[src/hw/rv_pkg.sv]
`default_nettype none

package rv_pkg;

  // datapath and register index widths
  localparam int xlen       = 32;
  localparam int reg_addr_w = 5;

  localparam logic [xlen-1:0] reset_pc = 32'h8000_0000;

  // major opcodes, inst[6:0]
  localparam logic [6:0] op_lui    = 7'b011_0111;
  localparam logic [6:0] op_auipc  = 7'b001_0111;
  localparam logic [6:0] op_jal    = 7'b110_1111;
  localparam logic [6:0] op_jalr   = 7'b110_0111;
  localparam logic [6:0] op_branch = 7'b110_0011;
  localparam logic [6:0] op_load   = 7'b000_0011;
  localparam logic [6:0] op_store  = 7'b010_0011;
  localparam logic [6:0] op_imm    = 7'b001_0011;
  localparam logic [6:0] op_reg    = 7'b011_0011;

  // funct3 for register and immediate arithmetic
  localparam logic [2:0] f3_add  = 3'b000;
  localparam logic [2:0] f3_sll  = 3'b001;
  localparam logic [2:0] f3_slt  = 3'b010;
  localparam logic [2:0] f3_sltu = 3'b011;
  localparam logic [2:0] f3_xor  = 3'b100;
  localparam logic [2:0] f3_sr   = 3'b101; // srl / sra
  localparam logic [2:0] f3_or   = 3'b110;
  localparam logic [2:0] f3_and  = 3'b111;

  // funct3 for conditional branches
  localparam logic [2:0] f3_beq  = 3'b000;
  localparam logic [2:0] f3_bne  = 3'b001;
  localparam logic [2:0] f3_blt  = 3'b100;
  localparam logic [2:0] f3_bge  = 3'b101;
  localparam logic [2:0] f3_bltu = 3'b110;
  localparam logic [2:0] f3_bgeu = 3'b111;

  localparam logic [6:0] f7_alt = 7'b010_0000; // sub, sra

  typedef enum logic [3:0] {
    alu_add,
    alu_sub,
    alu_sll,
    alu_slt,
    alu_sltu,
    alu_xor,
    alu_srl,
    alu_sra,
    alu_or,
    alu_and
  } alu_op_t;

  // source of the rd write
  typedef enum logic [2:0] {
    wb_alu,
    wb_mem,
    wb_pc4,
    wb_imm,
    wb_target
  } wb_sel_t;

  typedef enum logic [2:0] {
    imm_i,
    imm_s,
    imm_b,
    imm_u,
    imm_j
  } imm_sel_t;

endpackage

`default_nettype wire

[src/hw/reg_file.sv]
`default_nettype none

module reg_file (
  input  logic                         clk,
  input  logic [rv_pkg::reg_addr_w-1:0] rs1_addr,
  input  logic [rv_pkg::reg_addr_w-1:0] rs2_addr,
  output logic [rv_pkg::xlen-1:0]       rs1_data,
  output logic [rv_pkg::xlen-1:0]       rs2_data,
  input  logic [rv_pkg::reg_addr_w-1:0] rd_addr,
  input  logic                         rd_we,
  input  logic [rv_pkg::xlen-1:0]       rd_data
);
  import rv_pkg::*;

  // x1..x31 only, x0 has no storage
  logic [xlen-1:0] regs [1:31];

  logic rs1_zero;
  logic rs2_zero;

  assign rs1_zero = (rs1_addr == '0);
  assign rs2_zero = (rs2_addr == '0);

  // asynchronous read ports
  always_comb begin
    rs1_data = '0;
    if (!rs1_zero) begin
      rs1_data = regs[rs1_addr];
    end
  end

  always_comb begin
    rs2_data = '0;
    if (!rs2_zero) begin
      rs2_data = regs[rs2_addr];
    end
  end

  // write lands at the retiring edge
  always_ff @(posedge clk) begin
    if (rd_we && (rd_addr != '0)) begin
      regs[rd_addr] <= rd_data;
    end
  end

endmodule

`default_nettype wire

[src/hw/imm_gen.sv]
`default_nettype none

module imm_gen (
  input  logic [rv_pkg::xlen-1:0] inst,
  input  rv_pkg::imm_sel_t        imm_sel,
  output logic [rv_pkg::xlen-1:0] imm
);
  import rv_pkg::*;

  logic            sign;
  logic [xlen-1:0] i_imm;
  logic [xlen-1:0] s_imm;
  logic [xlen-1:0] b_imm;
  logic [xlen-1:0] u_imm;
  logic [xlen-1:0] j_imm;

  assign sign = inst[31];

  // shift-immediates keep the full I field, alu only looks at [4:0]
  assign i_imm = {{20{sign}}, inst[31:20]};
  assign s_imm = {{20{sign}}, inst[31:25], inst[11:7]};

  // branch offset, bit 0 implied zero
  assign b_imm = {{19{sign}}, inst[31], inst[7], inst[30:25], inst[11:8], 1'b0};

  assign u_imm = {inst[31:12], 12'h000};

  // jal offset
  assign j_imm = {{11{sign}}, inst[31], inst[19:12], inst[20], inst[30:21], 1'b0};

  always_comb begin
    case (imm_sel)
      imm_i:   imm = i_imm;
      imm_s:   imm = s_imm;
      imm_b:   imm = b_imm;
      imm_u:   imm = u_imm;
      imm_j:   imm = j_imm;
      default: imm = i_imm;
    endcase
  end

endmodule

`default_nettype wire

[src/hw/decoder.sv]
`default_nettype none

module decoder (
  input  logic                    rst_n,
  input  logic [rv_pkg::xlen-1:0] inst,
  output rv_pkg::alu_op_t         alu_op,
  output rv_pkg::imm_sel_t        imm_sel,
  output logic                    src_b_imm,
  output logic                    reg_we,
  output rv_pkg::wb_sel_t         wb_sel,
  output logic                    dmem_we,
  output logic                    is_branch,
  output logic                    is_jal,
  output logic                    is_jalr,
  output logic [2:0]              branch_cond
);
  import rv_pkg::*;

  logic [6:0] opcode;
  logic [2:0] funct3;
  logic [6:0] funct7;
  logic       alt;
  logic       reg_we_d;
  logic       dmem_we_d;

  // arithmetic op from funct3, alt picks sub / sra
  function automatic alu_op_t arith_op(input logic [2:0] f3, input logic alt_op);
    case (f3)
      f3_add:  arith_op = alt_op ? alu_sub : alu_add;
      f3_sll:  arith_op = alu_sll;
      f3_slt:  arith_op = alu_slt;
      f3_sltu: arith_op = alu_sltu;
      f3_xor:  arith_op = alu_xor;
      f3_sr:   arith_op = alt_op ? alu_sra : alu_srl;
      f3_or:   arith_op = alu_or;
      default: arith_op = alu_and;
    endcase
  endfunction

  assign opcode      = inst[6:0];
  assign funct3      = inst[14:12];
  assign funct7      = inst[31:25];
  assign alt         = (funct7 == f7_alt);
  assign branch_cond = funct3;

  always_comb begin
    // defaults give a no-op for unknown opcodes
    alu_op    = alu_add;
    imm_sel   = imm_i;
    src_b_imm = 1'b0;
    reg_we_d  = 1'b0;
    wb_sel    = wb_alu;
    dmem_we_d = 1'b0;
    is_branch = 1'b0;
    is_jal    = 1'b0;
    is_jalr   = 1'b0;
    case (opcode)
      op_reg: begin
        alu_op   = arith_op(funct3, alt);
        reg_we_d = 1'b1;
      end
      op_imm: begin
        // no subi, alt only matters for srai
        alu_op    = arith_op(funct3, alt && (funct3 == f3_sr));
        src_b_imm = 1'b1;
        reg_we_d  = 1'b1;
      end
      op_load: begin
        src_b_imm = 1'b1; // base + offset
        reg_we_d  = 1'b1;
        wb_sel    = wb_mem;
      end
      op_store: begin
        imm_sel   = imm_s;
        src_b_imm = 1'b1;
        dmem_we_d = 1'b1;
      end
      op_branch: begin
        imm_sel   = imm_b;
        alu_op    = alu_sub;
        is_branch = 1'b1;
      end
      op_jal: begin
        imm_sel  = imm_j;
        reg_we_d = 1'b1;
        wb_sel   = wb_pc4;
        is_jal   = 1'b1;
      end
      op_jalr: begin
        src_b_imm = 1'b1;
        reg_we_d  = 1'b1;
        wb_sel    = wb_pc4;
        is_jalr   = 1'b1;
      end
      op_lui: begin
        imm_sel  = imm_u;
        reg_we_d = 1'b1;
        wb_sel   = wb_imm;
      end
      op_auipc: begin
        imm_sel  = imm_u;
        reg_we_d = 1'b1;
        wb_sel   = wb_target; // pc + imm from pc_unit
      end
      default: ;
    endcase
  end

  // no architectural writes while in reset
  assign reg_we  = rst_n & reg_we_d;
  assign dmem_we = rst_n & dmem_we_d;

endmodule

`default_nettype wire

[src/hw/alu.sv]
`default_nettype none

module alu (
  input  logic [rv_pkg::xlen-1:0] a,
  input  logic [rv_pkg::xlen-1:0] b,
  input  rv_pkg::alu_op_t         alu_op,
  input  logic [2:0]              branch_cond,
  output logic [rv_pkg::xlen-1:0] result,
  output logic                    taken
);
  import rv_pkg::*;

  logic [xlen:0]   diff; // extra bit is the borrow
  logic [xlen-1:0] sum;
  logic [4:0]      shamt;
  logic            eq;
  logic            lt;
  logic            ltu;

  assign sum   = a + b;
  assign diff  = {1'b0, a} - {1'b0, b};
  assign shamt = b[4:0];

  // comparator flags, shared by slt/sltu and branches
  assign eq  = (diff[xlen-1:0] == '0);
  assign ltu = diff[xlen];
  // sign bits differ: the negative one is smaller
  assign lt  = (a[xlen-1] != b[xlen-1]) ? a[xlen-1] : diff[xlen-1];

  always_comb begin
    case (alu_op)
      alu_add:  result = sum;
      alu_sub:  result = diff[xlen-1:0];
      alu_sll:  result = a << shamt;
      alu_slt:  result = {{(xlen-1){1'b0}}, lt};
      alu_sltu: result = {{(xlen-1){1'b0}}, ltu};
      alu_xor:  result = a ^ b;
      alu_srl:  result = a >> shamt;
      alu_sra:  result = $signed(a) >>> shamt;
      alu_or:   result = a | b;
      alu_and:  result = a & b;
      default:  result = sum;
    endcase
  end

  // branch condition, only used when the decoder flags a branch
  always_comb begin
    case (branch_cond)
      f3_beq:  taken = eq;
      f3_bne:  taken = !eq;
      f3_blt:  taken = lt;
      f3_bge:  taken = !lt;
      f3_bltu: taken = ltu;
      f3_bgeu: taken = !ltu;
      default: taken = 1'b0; // 010 / 011 are not branches
    endcase
  end

endmodule

`default_nettype wire

[src/hw/pc_unit.sv]
`default_nettype none

module pc_unit (
  input  logic                    clk,
  input  logic                    rst_n,
  input  logic [rv_pkg::xlen-1:0] imm,
  input  logic [rv_pkg::xlen-1:0] rs1_data,
  input  logic                    is_branch,
  input  logic                    taken,
  input  logic                    is_jal,
  input  logic                    is_jalr,
  output logic [rv_pkg::xlen-1:0] pc,
  output logic [rv_pkg::xlen-1:0] pc_plus4,
  output logic [rv_pkg::xlen-1:0] target,
  output logic [rv_pkg::xlen-1:0] next_pc
);
  import rv_pkg::*;

  logic [xlen-1:0] base;
  logic [xlen-1:0] sum;
  logic            redirect;

  assign pc_plus4 = pc + 32'd4;

  // jalr adds to rs1, everything else is pc relative
  assign base = is_jalr ? rs1_data : pc;
  assign sum  = base + imm;

  assign target = is_jalr ? {sum[xlen-1:1], 1'b0} : sum;

  assign redirect = is_jal | is_jalr | (is_branch & taken);
  assign next_pc  = redirect ? target : pc_plus4;

  // one instruction retires per edge
  always_ff @(posedge clk or negedge rst_n) begin
    if (!rst_n) begin
      pc <= reset_pc;
    end else begin
      pc <= next_pc;
    end
  end

endmodule

`default_nettype wire

[src/hw/rv_core.sv]
`default_nettype none

module rv_core (
  input  logic                    clk,
  input  logic                    rst_n,
  output logic [rv_pkg::xlen-1:0] imem_addr,
  input  logic [rv_pkg::xlen-1:0] inst,
  output logic [rv_pkg::xlen-1:0] dmem_addr,
  output logic                    dmem_we,
  output logic [rv_pkg::xlen-1:0] dmem_wdata,
  input  logic [rv_pkg::xlen-1:0] dmem_rdata
);
  import rv_pkg::*;

  alu_op_t         alu_op;
  imm_sel_t        imm_sel;
  wb_sel_t         wb_sel;
  logic            src_b_imm;
  logic            reg_we;
  logic            is_branch;
  logic            is_jal;
  logic            is_jalr;
  logic            taken;
  logic [2:0]      branch_cond;
  logic [xlen-1:0] imm;
  logic [xlen-1:0] rs1_data;
  logic [xlen-1:0] rs2_data;
  logic [xlen-1:0] alu_b;
  logic [xlen-1:0] alu_result;
  logic [xlen-1:0] rd_data;
  logic [xlen-1:0] pc;
  logic [xlen-1:0] pc_plus4;
  logic [xlen-1:0] target;

  decoder i_decoder (
    .rst_n       (rst_n),
    .inst        (inst),
    .alu_op      (alu_op),
    .imm_sel     (imm_sel),
    .src_b_imm   (src_b_imm),
    .reg_we      (reg_we),
    .wb_sel      (wb_sel),
    .dmem_we     (dmem_we),
    .is_branch   (is_branch),
    .is_jal      (is_jal),
    .is_jalr     (is_jalr),
    .branch_cond (branch_cond)
  );

  imm_gen i_imm_gen (
    .inst    (inst),
    .imm_sel (imm_sel),
    .imm     (imm)
  );

  reg_file i_reg_file (
    .clk      (clk),
    .rs1_addr (inst[19:15]),
    .rs2_addr (inst[24:20]),
    .rs1_data (rs1_data),
    .rs2_data (rs2_data),
    .rd_addr  (inst[11:7]),
    .rd_we    (reg_we),
    .rd_data  (rd_data)
  );

  assign alu_b = src_b_imm ? imm : rs2_data;

  alu i_alu (
    .a           (rs1_data),
    .b           (alu_b),
    .alu_op      (alu_op),
    .branch_cond (branch_cond),
    .result      (alu_result),
    .taken       (taken)
  );

  pc_unit i_pc_unit (
    .clk       (clk),
    .rst_n     (rst_n),
    .imm       (imm),
    .rs1_data  (rs1_data),
    .is_branch (is_branch),
    .taken     (taken),
    .is_jal    (is_jal),
    .is_jalr   (is_jalr),
    .pc        (pc),
    .pc_plus4  (pc_plus4),
    .target    (target),
    .next_pc   ()
  );

  assign imem_addr = pc;

  // word accesses only, low two bits dropped
  assign dmem_addr  = {alu_result[xlen-1:2], 2'b00};
  assign dmem_wdata = rs2_data;

  // rd writeback source
  always_comb begin
    case (wb_sel)
      wb_alu:    rd_data = alu_result;
      wb_mem:    rd_data = dmem_rdata;
      wb_pc4:    rd_data = pc_plus4; // jal / jalr link
      wb_imm:    rd_data = imm;      // lui
      wb_target: rd_data = target;   // auipc
      default:   rd_data = alu_result;
    endcase
  end

endmodule

`default_nettype wire

[config.mk]
export PLATFORM = sky130hd
export DESIGN_NAME = rv_core
export DESIGN_NICKNAME = d
export VERILOG_FILES = /design/src/hw/rv_pkg.sv /design/src/hw/reg_file.sv /design/src/hw/imm_gen.sv /design/src/hw/decoder.sv /design/src/hw/alu.sv /design/src/hw/pc_unit.sv /design/src/hw/rv_core.sv
export SDC_FILE = /design/constraint.sdc
export NUM_CORES = 2
export LEC_CHECK = 0
export BUFFER_PORTS_ARGS = -buffer_cell sky130_fd_sc_hd__buf_4
export CAP_MARGIN = 20
export CORE_ASPECT_RATIO = 1.1
export CORE_MARGIN = 2
export CORE_UTILIZATION = 28
export DETAILED_ROUTE_END_ITERATION = 6
export SLEW_MARGIN = 15
export SYNTH_ARGS = -nofsm -noshare
export SYNTH_HDL_FRONTEND = slang
export SYNTH_SLANG_ARGS = --single-unit
[constraint.sdc]
create_clock -name clk -period 9.75 [get_ports clk]
set_clock_uncertainty 0.2 [all_clocks]
set_input_delay 0.4875 -clock clk [delete_from_list [all_inputs] [get_ports clk]]
set_output_delay 0.4875 -clock clk [all_outputs]
set_load 0.01 [all_outputs]
==> reports/results.txt <==
Unrepaired setup endpoints after global routing = false
Vias in the first global route = 46,600
Initial antenna violation count = 18
Internal reg-to-reg setup slack = 1.21 ns
Mean Syn Cell Area = 13.1 um2
Maximum number of pins on one net before global-route repair = 69
Number of vias per cell = 6.13
Top cells by count, synth = 992 x edfxtp_1, 400 x mux4_2, 276 x mux2i_1
# setup viols final = 0
Detail Route Antenna Nets = 0
VDD IR max = 0.137 mV
Crit Path Category = input port to output pin
Global-route wire length before repair = 375 mm
First-pass DRT Iterations = 7
Die X = 448 um
Hold Crit Class = input port to asynchronous set/reset pin
Share of the synthesized area in the top cell type = 0.492
Worst-path clk slew = 0.07 ns
Fraction of layout cells with a size suffix above 1 = 0.249
Final hold vios = 0
Seq cells post-synth = 1,024
Outcome = complete, no violations
Gate count of the mapped netlist = 4,609
Drt total wl = 275 mm
Arr. time, crit path = 8.26 ns
Crit path max fanout = 34
# DRC = 0
Synth warnings = 0
Cell type with the highest aggregate area in the netlist = edfxtp_1
Gr usage total = 0.242
Post-CTS Setup Inserts = 0
Number of flops mapped to enable cells by yosys = 992
Clock Path Buffers = 3
Pwr Total = 14,500 uW
Placeable Area = 0.216 mm2
TritonCTS clock tree = built
Die height = 492 um
Num CTS Buffers = 103
Root buf cell = clkbuf_16
Sequential share of the synthesized area = 0.505
Main synth FF type = edfxtp_1
WL/cell = 35.2 um
Post-CTS Resized = 0
Synth Cell Area = 0.0606 mm2
Final slew viol count = 0
Die footprint = 0.220 mm2
Initial core utilization = 0.281
Max_cap viols = 0
Clk sinks = 1,024
CP required = 9.06 ns
P&R area growth vs syn = 16.2%
I/O pin count = 163
Initial DRC Count = 6,172
Worst Tran Pin Value = 1.15 ns
Net count reported at finish = 5,023
Final GP Congestion = 1.03
HPWL after DPL = 189 mm
Tcrit/Tclk final = 0.917
Rel. slew slack = 0.232
Row count = 179
Ys async rst share = 0.0313
CP Capture Type = output pin
Number of I/O port buffers = 160
Most common cell in the synthesized netlist = edfxtp_1
Fmax = 112 MHz
Cell variety after synth = 108
Worst skew pair latency = 0.77 ns
Clock period minus worst slack = 8.94 ns
Gr ovfl total = 0
Pwr Density = 206 mW/mm2
Static leakage = 0.0238 uW
Htree depth = 3
DR vias = 47,800
Synth area leaders = edfxtp_1 49%, mux4_2 15%, mux2i_1 4.6%
Setup TNS = 0 ns
CP startpoint kind = input port
## power by group
part	total (uW)	switching, uW	internal (uW)	leakage, uW
registers	5650	132	5520	0.00926
clock network	4090	1790	2300	0.00165
logic	4740	3210	1530	0.0129
## cells by family after synthesis
| family | after synthesis | synth area share |
|---|---|---|
| compound gates | 1196 | 0.135 |
| xor+xnor | 104 | 0.0150 |
| fa+ha+maj | 133 | 0.0280 |
| buf+inv | 473 | 0.0359 |
| flops | 1024 | 0.505 |
| mux | 750 | 0.208 |
| other cells | 1 | 0.0000619 |
| simple gates | 928 | 0.0728 |
## timing repair
item / in CTS / in global routing
hold buffers: 1 / 0
endpoints found under the hold margin: 32 / 0
endpoints found under the setup margin: 0 / 0
## worst paths after layout
kind	startpoint	to	cells past startpoint
worst min-delay path	rst_n	i_pc_unit.pc[14]	2
max in group asynchronous	rst_n	i_pc_unit.pc[0]	2
worst max register to register	i_reg_file.regs[29][3]	i_pc_unit.pc[14]	27
worst min register to register	i_pc_unit.pc[0]	i_pc_unit.pc[0]	1
min in group clk	inst[31]	i_pc_unit.pc[31]	4
worst max-delay path	inst[20]	dmem_addr[26]	26
## per-layer routing
| metal | up-vias | GRT usage | routed length [um] |
|---|---|---|---|
| met5 | - | 0 | 117 |
| met1 | 24500 | 0.294 | 98100 |
| met2 | 3370 | 0.386 | 126000 |
| met3 | 892 | 0.0489 | 27700 |
| met4 | 18 | 0.168 | 22200 |
| li1 | 19000 | - | - |
## registers in the layout, summed over array words and instances (netlist names)
name,cells
i_reg_file.regs,992
i_pc_unit.pc,32
## per-stage QoR
step                area [um2]  hold slack [ns]  worst slack (ns)  std cells   util
floorplan                60600         -0.00809             0.842       4610      -
global placement         66800            0.283             0.253       7604  0.310
detailed placement       66800            0.289             0.299       7606  0.310
CTS                      70200           0.0229             0.619       7794  0.326
global route             70400           0.0594             0.760       7806  0.326
finish                   70400           0.0408             0.806       7808  0.326
## area by class of cell
cell class              count  area [um2]
multi-input cells        3113       28300
flip-flops and latches   1024       30600
well taps                2896        3620
inverters                 112         420
fillers                 21100      145000
clock inverters            69         752
repair buffers            470        4030
clock buffers             118        2660
diodes                      6        15.0
## worst max-delay path: stages
cell	delay, ns
buf_8	0.30
buf_4	0.39
buf_4	0.37
and3b_1	0.30
a222oi_1	0.09
a221o_1	0.44
a21boi_2	0.22
o21ai_4	0.07
inv_2	0.06
buf_4	0.46
ha_1	0.58
fa_1	0.31
nor2b_1	0.23
o221ai_1	0.18
a2111oi_0	0.57
clkbuf_1	0.23
a211oi_1	0.09
buf_4	0.17
o311ai_0	0.38
a21oi_1	0.22
o21bai_1	0.35
a21oi_1	0.14
mux2i_1	0.15
o211ai_1	0.39
nand4_1	0.64
buf_4	0.36
## cell usage in the layout (no fill, tap or decap), types with 20 or more instances in the layout
cell type,synthesis,layout
ha_1,129,129
o21ai_1,27,27
a221oi_1,93,93
dfrtp_1,31,31
mux4_2,400,400
a22oi_1,107,106
nor2b_1,30,25
xnor2_1,66,66
mux2i_1,276,274
o21a_1,31,28
edfxtp_1,992,992
buf_12,0,31
a211oi_1,50,50
nor3_1,81,73
nor2_1,272,236
nand3_1,86,86
o21ai_0,190,188
nor2_4,1,34
and3_1,37,36
nand2b_1,32,31
or3_1,27,27
and2_1,24,23
o211ai_1,37,37
a22o_1,31,31
mux2_2,65,65
a31oi_1,68,65
a21o_1,63,62
xor2_1,38,38
buf_4,26,427
inv_1,107,107
o221ai_1,49,49
nand2_1,249,249
a21oi_1,251,248
clkbuf_16,0,104
nand4_1,20,20
Note: power is estimated with default switching activity, not from simulation.
